## config.mk

```make
export PLATFORM = sky130hd
export DESIGN_NAME = processor
export DESIGN_NICKNAME = d
export VERILOG_FILES = /design/src/sys_defs_pkg.sv /design/src/pipe_defs_pkg.sv /design/src/processor.sv /design/src/mem_arbiter.sv /design/src/load_unit.sv /design/src/icache.sv /design/src/fetch_stage.sv
export SDC_FILE = /design/constraint.sdc
export NUM_CORES = 2
export LEC_CHECK = 0
export BUFFER_PORTS_ARGS = -buffer_cell sky130_fd_sc_hd__buf_2
export CORE_MARGIN = 4
export CORE_UTILIZATION = 35
export CTS_CLUSTER_SIZE = 14
export DETAILED_ROUTE_END_ITERATION = 10
export GPL_TIMING_DRIVEN = 0
export PLACE_DENSITY = 0.46
export SYNTH_ARGS = -nofsm -noshare
export SYNTH_HDL_FRONTEND = slang
export SYNTH_HIERARCHICAL = 1
export SYNTH_SLANG_ARGS = --single-unit
```

## constraint.sdc

```tcl
create_clock -name clock -period 10.5 [get_ports clock]
set_clock_uncertainty 0.15 [all_clocks]
set_input_delay 2.625 -clock clock [delete_from_list [all_inputs] [get_ports clock]]
set_output_delay 2.625 -clock clock [all_outputs]
set_load 0.02 [all_outputs]
```

## src/sys_defs_pkg.sv

```systemverilog
// bus-level definitions shared by the memory clients and the arbiter
// covers the tagged memory protocol: commands, sizes and per-client port structs
package sys_defs_pkg;

    localparam int xlen         = 32;                       // address width
    localparam int block_bits   = 64;                       // memory data bus
    localparam int num_tags     = 16;                       // tag 0 means no tag
    localparam int tag_bits     = $clog2(num_tags);
    localparam int icache_lines = 32;

    // derived block and cache geometry
    localparam int block_offset_bits = $clog2(block_bits / 8);     // 3, byte offset in block
    localparam int icache_index_bits = $clog2(icache_lines);       // 5, addr bits 7:3
    localparam int icache_tag_bits   = xlen - icache_index_bits - block_offset_bits;

    typedef enum logic [1:0] {
        cmd_none  = 2'h0,
        cmd_load  = 2'h1,
        cmd_store = 2'h2      // never issued here
    } mem_command_t;

    typedef enum logic [1:0] {
        size_byte   = 2'h0,
        size_half   = 2'h1,
        size_word   = 2'h2,
        size_double = 2'h3
    } mem_size_t;

    // client -> arbiter, held until accepted
    typedef struct packed {
        mem_command_t    command;
        logic [xlen-1:0] addr;       // block aligned
        mem_size_t       size;
    } mem_req_t;

    // arbiter -> client
    typedef struct packed {
        logic                  accepted;     // one-cycle pulse, same cycle as grant
        logic                  fill_valid;   // returned data belongs to this client
        logic [block_bits-1:0] fill_data;
    } mem_port_rsp_t;

endpackage
```

## src/pipe_defs_pkg.sv

```systemverilog
// pipeline-level definitions for the fetch path and the load path
// structs here travel between the top level and the stage modules
package pipe_defs_pkg;

    localparam int word_bits = 32;                          // one instruction or load word
    localparam logic [sys_defs_pkg::xlen-1:0] reset_pc = '0;

    typedef struct packed {
        logic                          valid;
        logic [sys_defs_pkg::xlen-1:0] pc;
        logic [word_bits-1:0]          inst;
    } fetch_packet_t;

    // branch outcome from outside, single-cycle strobe
    typedef struct packed {
        logic                          valid;
        logic [sys_defs_pkg::xlen-1:0] target;
    } redirect_t;

    typedef struct packed {
        logic                          valid;
        logic [sys_defs_pkg::xlen-1:0] addr;
    } load_req_t;

    typedef struct packed {
        logic                          valid;
        logic [sys_defs_pkg::xlen-1:0] addr;
        logic [word_bits-1:0]          data;
    } load_result_t;

endpackage

```

## src/processor.sv

```systemverilog
// top level of the fetch and memory side
// connects fetch, icache, load unit and the bus arbiter to the memory pins
`timescale 1ns/1ps

module processor (
    input  logic                                clock,
    input  logic                                rst,
    input  pipe_defs_pkg::redirect_t            redirect,
    input  pipe_defs_pkg::load_req_t            load_req,
    input  logic [sys_defs_pkg::tag_bits-1:0]   mem2proc_response,
    input  logic [sys_defs_pkg::block_bits-1:0] mem2proc_data,
    input  logic [sys_defs_pkg::tag_bits-1:0]   mem2proc_tag,
    output sys_defs_pkg::mem_command_t          proc2mem_command,
    output logic [sys_defs_pkg::xlen-1:0]       proc2mem_addr,
    output logic [sys_defs_pkg::block_bits-1:0] proc2mem_data,
    output sys_defs_pkg::mem_size_t             proc2mem_size,
    output pipe_defs_pkg::fetch_packet_t        fetch_packet,
    output logic                                load_busy,
    output pipe_defs_pkg::load_result_t         load_result
);
    import sys_defs_pkg::*;

    logic [xlen-1:0]       fetch_addr;     // fetch -> icache
    logic                  hit_valid;      // icache -> fetch
    logic [block_bits-1:0] hit_data;
    mem_req_t              ic_req;         // clients -> arbiter
    mem_req_t              ld_req;
    mem_port_rsp_t         ic_rsp;         // arbiter -> clients
    mem_port_rsp_t         ld_rsp;

    //////////////////////////////
    // fetch path
    //////////////////////////////
    fetch_stage fetch_stage0 (
        .clock        (clock),
        .rst          (rst),
        .redirect     (redirect),
        .hit_valid    (hit_valid),
        .hit_data     (hit_data),
        .fetch_addr   (fetch_addr),
        .fetch_packet (fetch_packet)
    );

    icache icache0 (
        .clock      (clock),
        .rst        (rst),
        .fetch_addr (fetch_addr),
        .hit_valid  (hit_valid),
        .hit_data   (hit_data),
        .mem_req    (ic_req),
        .mem_rsp    (ic_rsp)
    );

    //////////////////////////////
    // load path and bus
    //////////////////////////////
    load_unit load_unit0 (
        .clock       (clock),
        .rst         (rst),
        .load_req    (load_req),
        .load_busy   (load_busy),
        .load_result (load_result),
        .mem_req     (ld_req),
        .mem_rsp     (ld_rsp)
    );

    mem_arbiter mem_arbiter0 (
        .clock             (clock),
        .rst               (rst),
        .ic_req            (ic_req),
        .ld_req            (ld_req),
        .ic_rsp            (ic_rsp),
        .ld_rsp            (ld_rsp),
        .mem2proc_response (mem2proc_response),
        .mem2proc_data     (mem2proc_data),
        .mem2proc_tag      (mem2proc_tag),
        .proc2mem_command  (proc2mem_command),
        .proc2mem_addr     (proc2mem_addr),
        .proc2mem_data     (proc2mem_data),
        .proc2mem_size     (proc2mem_size)
    );

endmodule

```

## src/mem_arbiter.sv

```systemverilog
// round-robin arbiter between the icache and the load unit for the memory bus
// accepted pulses go to the granted client, fills go to the owner of the tag
// owner table is indexed by memory tag, entry freed when its data returns
`timescale 1ns/1ps

module mem_arbiter (
    input  logic                                clock,
    input  logic                                rst,
    input  sys_defs_pkg::mem_req_t              ic_req,
    input  sys_defs_pkg::mem_req_t              ld_req,
    output sys_defs_pkg::mem_port_rsp_t         ic_rsp,
    output sys_defs_pkg::mem_port_rsp_t         ld_rsp,
    input  logic [sys_defs_pkg::tag_bits-1:0]   mem2proc_response,   // 0 = rejected
    input  logic [sys_defs_pkg::block_bits-1:0] mem2proc_data,
    input  logic [sys_defs_pkg::tag_bits-1:0]   mem2proc_tag,        // nonzero = data valid
    output sys_defs_pkg::mem_command_t          proc2mem_command,
    output logic [sys_defs_pkg::xlen-1:0]       proc2mem_addr,
    output logic [sys_defs_pkg::block_bits-1:0] proc2mem_data,
    output sys_defs_pkg::mem_size_t             proc2mem_size
);
    import sys_defs_pkg::*;

    logic ic_want;
    logic ld_want;
    logic grant_ic;
    logic grant_ld;
    logic last_ld;          // load unit was served last
    logic accepted;
    logic fill_known;       // returned tag is in the table

    logic [num_tags-1:0] tag_busy;
    logic [num_tags-1:0] tag_is_ld;    // owner, 1 = load unit
    mem_req_t            sel_req;

    //////////////////////////////
    // grant
    //////////////////////////////
    assign ic_want  = (ic_req.command != cmd_none);
    assign ld_want  = (ld_req.command != cmd_none);
    assign grant_ld = ld_want && (!ic_want || !last_ld);     // tie goes to the other one
    assign grant_ic = ic_want && !grant_ld;
    assign sel_req  = grant_ld ? ld_req : ic_req;            // none when nobody asks

    assign proc2mem_command = sel_req.command;
    assign proc2mem_addr    = sel_req.addr;
    assign proc2mem_size    = sel_req.size;
    assign proc2mem_data    = '0;                            // loads only

    assign accepted   = (mem2proc_response != '0);
    assign fill_known = (mem2proc_tag != '0) && tag_busy[mem2proc_tag];

    //////////////////////////////
    // response routing
    //////////////////////////////
    always_comb begin
        ic_rsp.accepted   = grant_ic && accepted;
        ic_rsp.fill_valid = fill_known && !tag_is_ld[mem2proc_tag];
        ic_rsp.fill_data  = mem2proc_data;
        ld_rsp.accepted   = grant_ld && accepted;
        ld_rsp.fill_valid = fill_known && tag_is_ld[mem2proc_tag];
        ld_rsp.fill_data  = mem2proc_data;
    end

    always_ff @(posedge clock) begin
        if (rst) begin
            tag_busy <= '0;          // table clear
            last_ld  <= 1'b1;        // icache wins the first tie
        end else begin
            if (mem2proc_tag != '0) tag_busy[mem2proc_tag] <= 1'b0;
            // new tag recorded after the free, a reused tag stays owned
            if (accepted && (grant_ic || grant_ld)) begin
                tag_busy[mem2proc_response]  <= 1'b1;
                tag_is_ld[mem2proc_response] <= grant_ld;
                last_ld                      <= grant_ld;   // rejects leave the pointer
            end
        end
    end

endmodule

```

## src/load_unit.sv

```systemverilog
// blocking load unit with a single 64-bit block buffer
// a request to the buffered block answers next cycle, otherwise the unit
// goes busy, loads the block over the bus and answers on fill
`timescale 1ns/1ps

module load_unit (
    input  logic                         clock,
    input  logic                         rst,
    input  pipe_defs_pkg::load_req_t     load_req,
    output logic                         load_busy,      // new requests ignored
    output pipe_defs_pkg::load_result_t  load_result,
    output sys_defs_pkg::mem_req_t       mem_req,
    input  sys_defs_pkg::mem_port_rsp_t  mem_rsp
);
    import sys_defs_pkg::*;
    import pipe_defs_pkg::*;

    typedef enum logic [1:0] {
        ld_idle,
        ld_wait_accept,
        ld_wait_fill
    } ld_state_t;

    ld_state_t                       state;
    logic                            buf_valid;
    logic [xlen-1:block_offset_bits] buf_block;     // block address of buf_data
    logic [block_bits-1:0]           buf_data;
    logic [xlen-1:0]                 pend_addr;     // full byte addr of the miss
    logic                            buf_hit;

    // word of a block picked by addr bit 2
    function automatic logic [word_bits-1:0] word_of(input logic [block_bits-1:0] blk,
                                                     input logic upper);
        return upper ? blk[block_bits-1:word_bits] : blk[word_bits-1:0];
    endfunction

    assign load_busy = (state != ld_idle);
    assign buf_hit   = buf_valid && (buf_block == load_req.addr[xlen-1:block_offset_bits]);

    always_comb begin
        mem_req.command = (state == ld_wait_accept) ? cmd_load : cmd_none;
        mem_req.addr    = {pend_addr[xlen-1:block_offset_bits], {block_offset_bits{1'b0}}};
        mem_req.size    = size_double;
    end

    always_ff @(posedge clock) begin
        if (rst) begin
            state             <= ld_idle;
            buf_valid         <= 1'b0;
            load_result.valid <= 1'b0;
        end else begin
            load_result.valid <= 1'b0;      // one-cycle pulse
            case (state)
                ld_idle: begin
                    if (load_req.valid && buf_hit) begin
                        load_result.valid <= 1'b1;
                        load_result.addr  <= load_req.addr;
                        load_result.data  <= word_of(buf_data, load_req.addr[2]);
                    end else if (load_req.valid) begin
                        pend_addr <= load_req.addr;
                        state     <= ld_wait_accept;
                    end
                end
                ld_wait_accept: begin
                    if (mem_rsp.accepted) state <= ld_wait_fill;
                end
                ld_wait_fill: begin
                    if (mem_rsp.fill_valid) begin
                        buf_valid         <= 1'b1;
                        buf_block         <= pend_addr[xlen-1:block_offset_bits];
                        buf_data          <= mem_rsp.fill_data;
                        load_result.valid <= 1'b1;
                        load_result.addr  <= pend_addr;
                        load_result.data  <= word_of(mem_rsp.fill_data, pend_addr[2]);
                        state             <= ld_idle;
                    end
                end
                default: state <= ld_idle;
            endcase
        end
    end

endmodule

```

## src/icache.sv

```systemverilog
// direct-mapped instruction cache, 32 lines of one 64-bit block each
// hit answers are registered one cycle after fetch_addr
// a miss issues one block load and answers the pending address on fill
`timescale 1ns/1ps

module icache (
    input  logic                                clock,
    input  logic                                rst,
    input  logic [sys_defs_pkg::xlen-1:0]       fetch_addr,
    output logic                                hit_valid,
    output logic [sys_defs_pkg::block_bits-1:0] hit_data,
    output sys_defs_pkg::mem_req_t              mem_req,
    input  sys_defs_pkg::mem_port_rsp_t         mem_rsp
);
    import sys_defs_pkg::*;

    typedef enum logic [1:0] {
        ic_idle,
        ic_wait_accept,     // request on the bus, retried until accepted
        ic_wait_fill        // tag handed out, waiting for data
    } ic_state_t;

    logic [icache_tag_bits-1:0] tag_mem  [icache_lines];
    logic [block_bits-1:0]      data_mem [icache_lines];
    logic [icache_lines-1:0]    line_valid;

    ic_state_t       state;
    logic [xlen-1:0] miss_addr;    // block aligned

    logic [icache_index_bits-1:0] rd_idx;
    logic [icache_index_bits-1:0] fill_idx;
    logic [icache_tag_bits-1:0]   rd_tag;
    logic                         lookup_hit;
    logic                         start_miss;
    logic                         fill_now;
    logic                         fill_match;

    assign rd_idx   = fetch_addr[block_offset_bits +: icache_index_bits];
    assign rd_tag   = fetch_addr[xlen-1 -: icache_tag_bits];
    assign fill_idx = miss_addr[block_offset_bits +: icache_index_bits];

    assign lookup_hit = line_valid[rd_idx] && (tag_mem[rd_idx] == rd_tag);
    assign start_miss = (state == ic_idle) && !lookup_hit;
    assign fill_now   = (state == ic_wait_fill) && mem_rsp.fill_valid;
    // fill block is the one fetch still asks for
    assign fill_match = fill_now &&
        (fetch_addr[xlen-1:block_offset_bits] == miss_addr[xlen-1:block_offset_bits]);

    always_comb begin
        mem_req.command = (state == ic_wait_accept) ? cmd_load : cmd_none;
        mem_req.addr    = miss_addr;
        mem_req.size    = size_double;
    end

    //////////////////////////////
    // control
    //////////////////////////////
    always_ff @(posedge clock) begin
        if (rst) begin
            state      <= ic_idle;
            line_valid <= '0;           // all lines invalid
            hit_valid  <= 1'b0;
        end else begin
            hit_valid <= ((state == ic_idle) && lookup_hit) || fill_match;
            case (state)
                ic_idle: begin
                    if (start_miss) state <= ic_wait_accept;
                end
                ic_wait_accept: begin
                    if (mem_rsp.accepted) state <= ic_wait_fill;
                end
                ic_wait_fill: begin
                    if (mem_rsp.fill_valid) begin
                        line_valid[fill_idx] <= 1'b1;
                        state                <= ic_idle;
                    end
                end
                default: state <= ic_idle;
            endcase
        end
    end

    //////////////////////////////
    // arrays and payload
    //////////////////////////////
    always_ff @(posedge clock) begin
        hit_data <= fill_match ? mem_rsp.fill_data : data_mem[rd_idx];    // bypass on fill
        if (start_miss) begin
            miss_addr <= {fetch_addr[xlen-1:block_offset_bits], {block_offset_bits{1'b0}}};
        end
        if (fill_now) begin
            tag_mem[fill_idx]  <= miss_addr[xlen-1 -: icache_tag_bits];
            data_mem[fill_idx] <= mem_rsp.fill_data;
        end
    end

endmodule

```

## src/fetch_stage.sv

```systemverilog
// fetch stage, keeps the pc and turns cache answers into fetch packets
// presents one address per cycle, the cache answers it one cycle later
`timescale 1ns/1ps

module fetch_stage (
    input  logic                                clock,
    input  logic                                rst,
    input  pipe_defs_pkg::redirect_t            redirect,
    input  logic                                hit_valid,     // answer for last cycle's addr
    input  logic [sys_defs_pkg::block_bits-1:0] hit_data,
    output logic [sys_defs_pkg::xlen-1:0]       fetch_addr,
    output pipe_defs_pkg::fetch_packet_t        fetch_packet
);
    import sys_defs_pkg::*;
    import pipe_defs_pkg::*;

    logic [xlen-1:0] pc;        // address whose answer is due this cycle
    logic            squash;    // answer in flight belongs to the old path
    logic            take;

    assign take = hit_valid && !squash;

    // advance on a usable hit, else keep asking for the same pc
    assign fetch_addr = take ? pc + xlen'(word_bits / 8) : pc;

    always_comb begin
        fetch_packet.valid = take;
        fetch_packet.pc    = pc;
        // pc bit 2 picks the upper word of the block
        if (pc[2]) begin
            fetch_packet.inst = hit_data[block_bits-1:word_bits];
        end else begin
            fetch_packet.inst = hit_data[word_bits-1:0];
        end
    end

    always_ff @(posedge clock) begin
        if (rst) begin
            pc     <= reset_pc;
            squash <= 1'b0;
        end else if (redirect.valid) begin
            pc     <= redirect.target;   // live next cycle
            squash <= 1'b1;              // drop answer for this cycle's addr
        end else begin
            pc     <= fetch_addr;
            squash <= 1'b0;
        end
    end

endmodule

```

==> flow_metrics.env <==
export IMPL_outcome="finished, violations left"
export IMPL_violations="capacitance limit, slew limit"
export IMPL_cts_resized=0
export IMPL_num_io_pins=371
export IMPL_synth_edf_count=3050
export IMPL_placed_cells=11200
export IMPL_nets=6941
export IMPL_p_per_area_nw_per_um2=190
export IMPL_ys_warn_count=6
export IMPL_arrival_ns=7.97
export IMPL_end_kind="flop"
export IMPL_die_y_um=607
export IMPL_power_w=0.0283
export IMPL_hold_viol_final=0
export IMPL_row_count=219
export IMPL_clock_sinks=3202
export IMPL_leakagePower_nw=47.8
export IMPL_wire_per_inst_um=36.5
export IMPL_clk_latency_ns=0.93
export IMPL_start_util_pct=35.2
export IMPL_r2r_start="fetch_stage0/pc[2]$_SDFF_PP0_"
export IMPL_post_cts_buffers=0
export IMPL_ir_drop_mv=0.131
export IMPL_via_count=65900
export IMPL_dieArea_um2=369000
export IMPL_clock_fmax_mhz=134
export IMPL_syn_to_final_growth_pct=18.3
export IMPL_cts_tree="yes"
export IMPL_grt_max_degree=35
export IMPL_final_cells=11900
export IMPL_dr_pass1_iters=6
export IMPL_worst_r2r_setup_slack_ns=3.04
export IMPL_clockBufferDepth=4
export IMPL_required_ns=11.01
export IMPL_worst_pin_slew_ns=1.50
export IMPL_synth_seq_cells=3202
export IMPL_cp_max_fo=21
export IMPL_hp_class="flop to flop"
export IMPL_cts_root_buf="clkbuf_16"
export IMPL_grtUsageTotal_pct=23.0
export IMPL_yosysSeqAreaShare_pct=75.3
export IMPL_htree_levels=5
export IMPL_cts_inserted_buffers=347
export IMPL_dpl_hpwl_um=296000
export IMPL_drive_gt1_share_pct=32.1
export IMPL_clkTransAtPathRegs_ns=0.06
export IMPL_fin_crit_ns=7.46
export IMPL_netlist_top_cell_by_area="edfxtp_1"
export IMPL_chipWidth_um=607
export IMPL_timing_final_setup_violations=0
export IMPL_reg2reg_depth=16
export IMPL_synth_area_top_cells="edfxtp_1, mux4_2, dfxtp_1"
export IMPL_relSlewSlack_pct=-0.239
export IMPL_remaining_drc_errors=0
export IMPL_io_buffers=233
export IMPL_grt_overflow_total=0
export IMPL_synth_top_area_share_pct=72.9
export IMPL_ant_nets=0
export IMPL_async_flop_share_pct=0
export IMPL_avgSynthCellArea_um2=21.1
export IMPL_critPathLaunch="fetch_stage0/pc[2]$_SDFF_PP0_"
export IMPL_ctsHoldBuffers=0
export IMPL_grt_pass1_wl_um=584000
export IMPL_via_per_inst=5.55
export IMPL_critPathLaunchType="flop"
export IMPL_place_gp_congestion=0.839
export IMPL_grt_pass1_vias=66700
export IMPL_drtIter0Drc=7041
export IMPL_hold_ws_ns=0.318
export IMPL_synthTopCellsByCount="edfxtp_1, mux4_2, mux2i_1, buf_4, nor2_1"
export IMPL_post_route_period_util_pct=71.0
export IMPL_antenna_found_initial=36
export IMPL_fp_coreArea_um2=357000
export IMPL_final_max_slew_viol_count=20
export IMPL_timing_rr_end="icache0/miss_addr[27]$_DFFE_PP_"
export IMPL_fin_tns_setup_ns=0
export IMPL_synth_cells=5946
export IMPL_setup_worst_path_end="icache0/miss_addr[27]$_DFFE_PP_"
export IMPL_syn_cell_area_um2=126000
export IMPL_max_cap_violations=2
export IMPL_worstSetupPathType="flop to flop"
export IMPL_synth_ff_type="edfxtp_1"
export IMPL_synth_most_common_cell="edfxtp_1"
export IMPL_rsz0062_at_grt="false"
export IMPL_routed_wl_um=433000
export IMPL_synth_distinct_cells=78
==> area by class of cell <==
class	count	area, µm²
fill	31400	208000
sequential	3202	94600
multi-input combinational	2261	28300
clock buffer	485	9700
tap	4751	5940
timing repair buffer	433	5410
buffer	537	3250
clock inverter	148	1300
inverter	18	67.6
antenna	27	67.6
==> stage by stage <==
step | worst slack, ns | utilization, % | area, µm²
after floorplan | 1.78 | - | 126000
after global placement | -7.38 | 37.3 | 133000
after CTS | 2.87 | 41.6 | 148000
after detailed placement | 2.72 | 38.5 | 137000
after global routing | 2.97 | 41.7 | 149000
final | 3.04 | 41.7 | 149000
==> sequential cells by signal (all words and copies together) (netlist names), 15 cells and up <==
| register | flops |
|---|---|
| icache0/data_mem | 2048 |
| icache0/tag_mem | 768 |
| load_unit0/load_result | 65 |
| icache0/hit_data | 64 |
| load_unit0/buf_data | 64 |
| fetch_stage0/pc | 32 |
| icache0/line_valid | 32 |
| load_unit0/pend_addr | 32 |
| icache0/miss_addr | 29 |
| load_unit0/buf_block | 29 |
| mem_arbiter0/tag_is_ld | 16 |
| mem_arbiter0/tag_busy | 15 |
==> per-layer routing <==
metal	wire (µm)	global-route usage (%)	part of all wire, %
met1	182000	31.4	42
met2	209000	37.8	48
met3	25500	3.21	5.9
met4	16700	7.78	3.9
met5	28	0	0.0065
==> worst max-delay path, cell delays in order, from the launching register on <==
cell and delay [ns]:
dfxtp_1 0.36, clkbuf_1 0.88, nand4_1 0.21, xnor2_1 0.48, buf_4 0.30, buf_2 0.53
buf_2 0.67, buf_2 0.64, nor2_1 0.35, nand3_1 0.16, nand4_1 0.33, xnor2_1 0.44
nand4_1 0.27, nor4_1 0.56, and3_1 0.36, a21oi_4 0.19, buf_16 0.25
==> power by group <==
group / leakage, nW / switching (W) / internal [W]
sequential: 28.9 / 0.000217 / 0.0142
clock: 5.38 / 0.00502 / 0.00695
combinational: 13.5 / 0.00120 / 0.000685
total: 47.8 / 0.00644 / 0.0218
==> kinds of logic (layout without fill, tap and decap cells) <==
group / after synthesis / after routing / share of synthesized area, %
DFF: 3202 / 3202 / 75.3
muxes: 1147 / 1147 / 16.9
buffers and inverters: 555 / 1621 / 2.63
and+or+nand+nor: 533 / 533 / 2.04
AOI/OAI and AO/OA: 398 / 398 / 2.36
xor gates and xnor gates: 105 / 105 / 0.732
other: 5 / 104 / 0.0149
adders and majority gates: 1 / 1 / 0.00995
==> placed cells by master (no fill, tap or decap), types with 50 or more instances in the layout <==
| cell | Yosys | final |
|---|---|---|
| xor2_1 | 55 | 55 |
| nor2_1 | 239 | 205 |
| clkinv_2 | 0 | 54 |
| buf_4 | 258 | 258 |
| conb_1 | 5 | 77 |
| mux2i_1 | 279 | 279 |
| nand2_1 | 89 | 89 |
| dfxtp_1 | 152 | 152 |
| clkbuf_1 | 103 | 202 |
| buf_2 | 132 | 368 |
| clkbuf_16 | 0 | 361 |
| mux2_2 | 98 | 98 |
| xnor2_1 | 50 | 50 |
| clkinv_1 | 0 | 52 |
| a21oi_1 | 87 | 86 |
| buf_12 | 0 | 165 |
| edfxtp_1 | 3050 | 3050 |
| mux4_2 | 766 | 766 |
==> worst min path at each step <==
stage,start,to,cells after the start
final,load_unit0/buf_valid$_SDFFE_PP0P_,load_unit0/buf_valid$_SDFFE_PP0P_,2
after global routing,load_unit0/pend_addr[29]$_DFFE_PP_,load_unit0/buf_block[29]$_DFFE_PP_,0
after CTS,load_unit0/buf_valid$_SDFFE_PP0P_,load_unit0/buf_valid$_SDFFE_PP0P_,2
after detailed placement,load_unit0/buf_valid$_SDFFE_PP0P_,load_unit0/buf_valid$_SDFFE_PP0P_,2
after global placement,icache0/line_valid[1]$_SDFFE_PP0P_,icache0/line_valid[1]$_SDFFE_PP0P_,2
after floorplan,load_unit0/buf_valid$_SDFFE_PP0P_,load_unit0/buf_valid$_SDFFE_PP0P_,2
No activity file was read; power rests on OpenSTA's default activity.
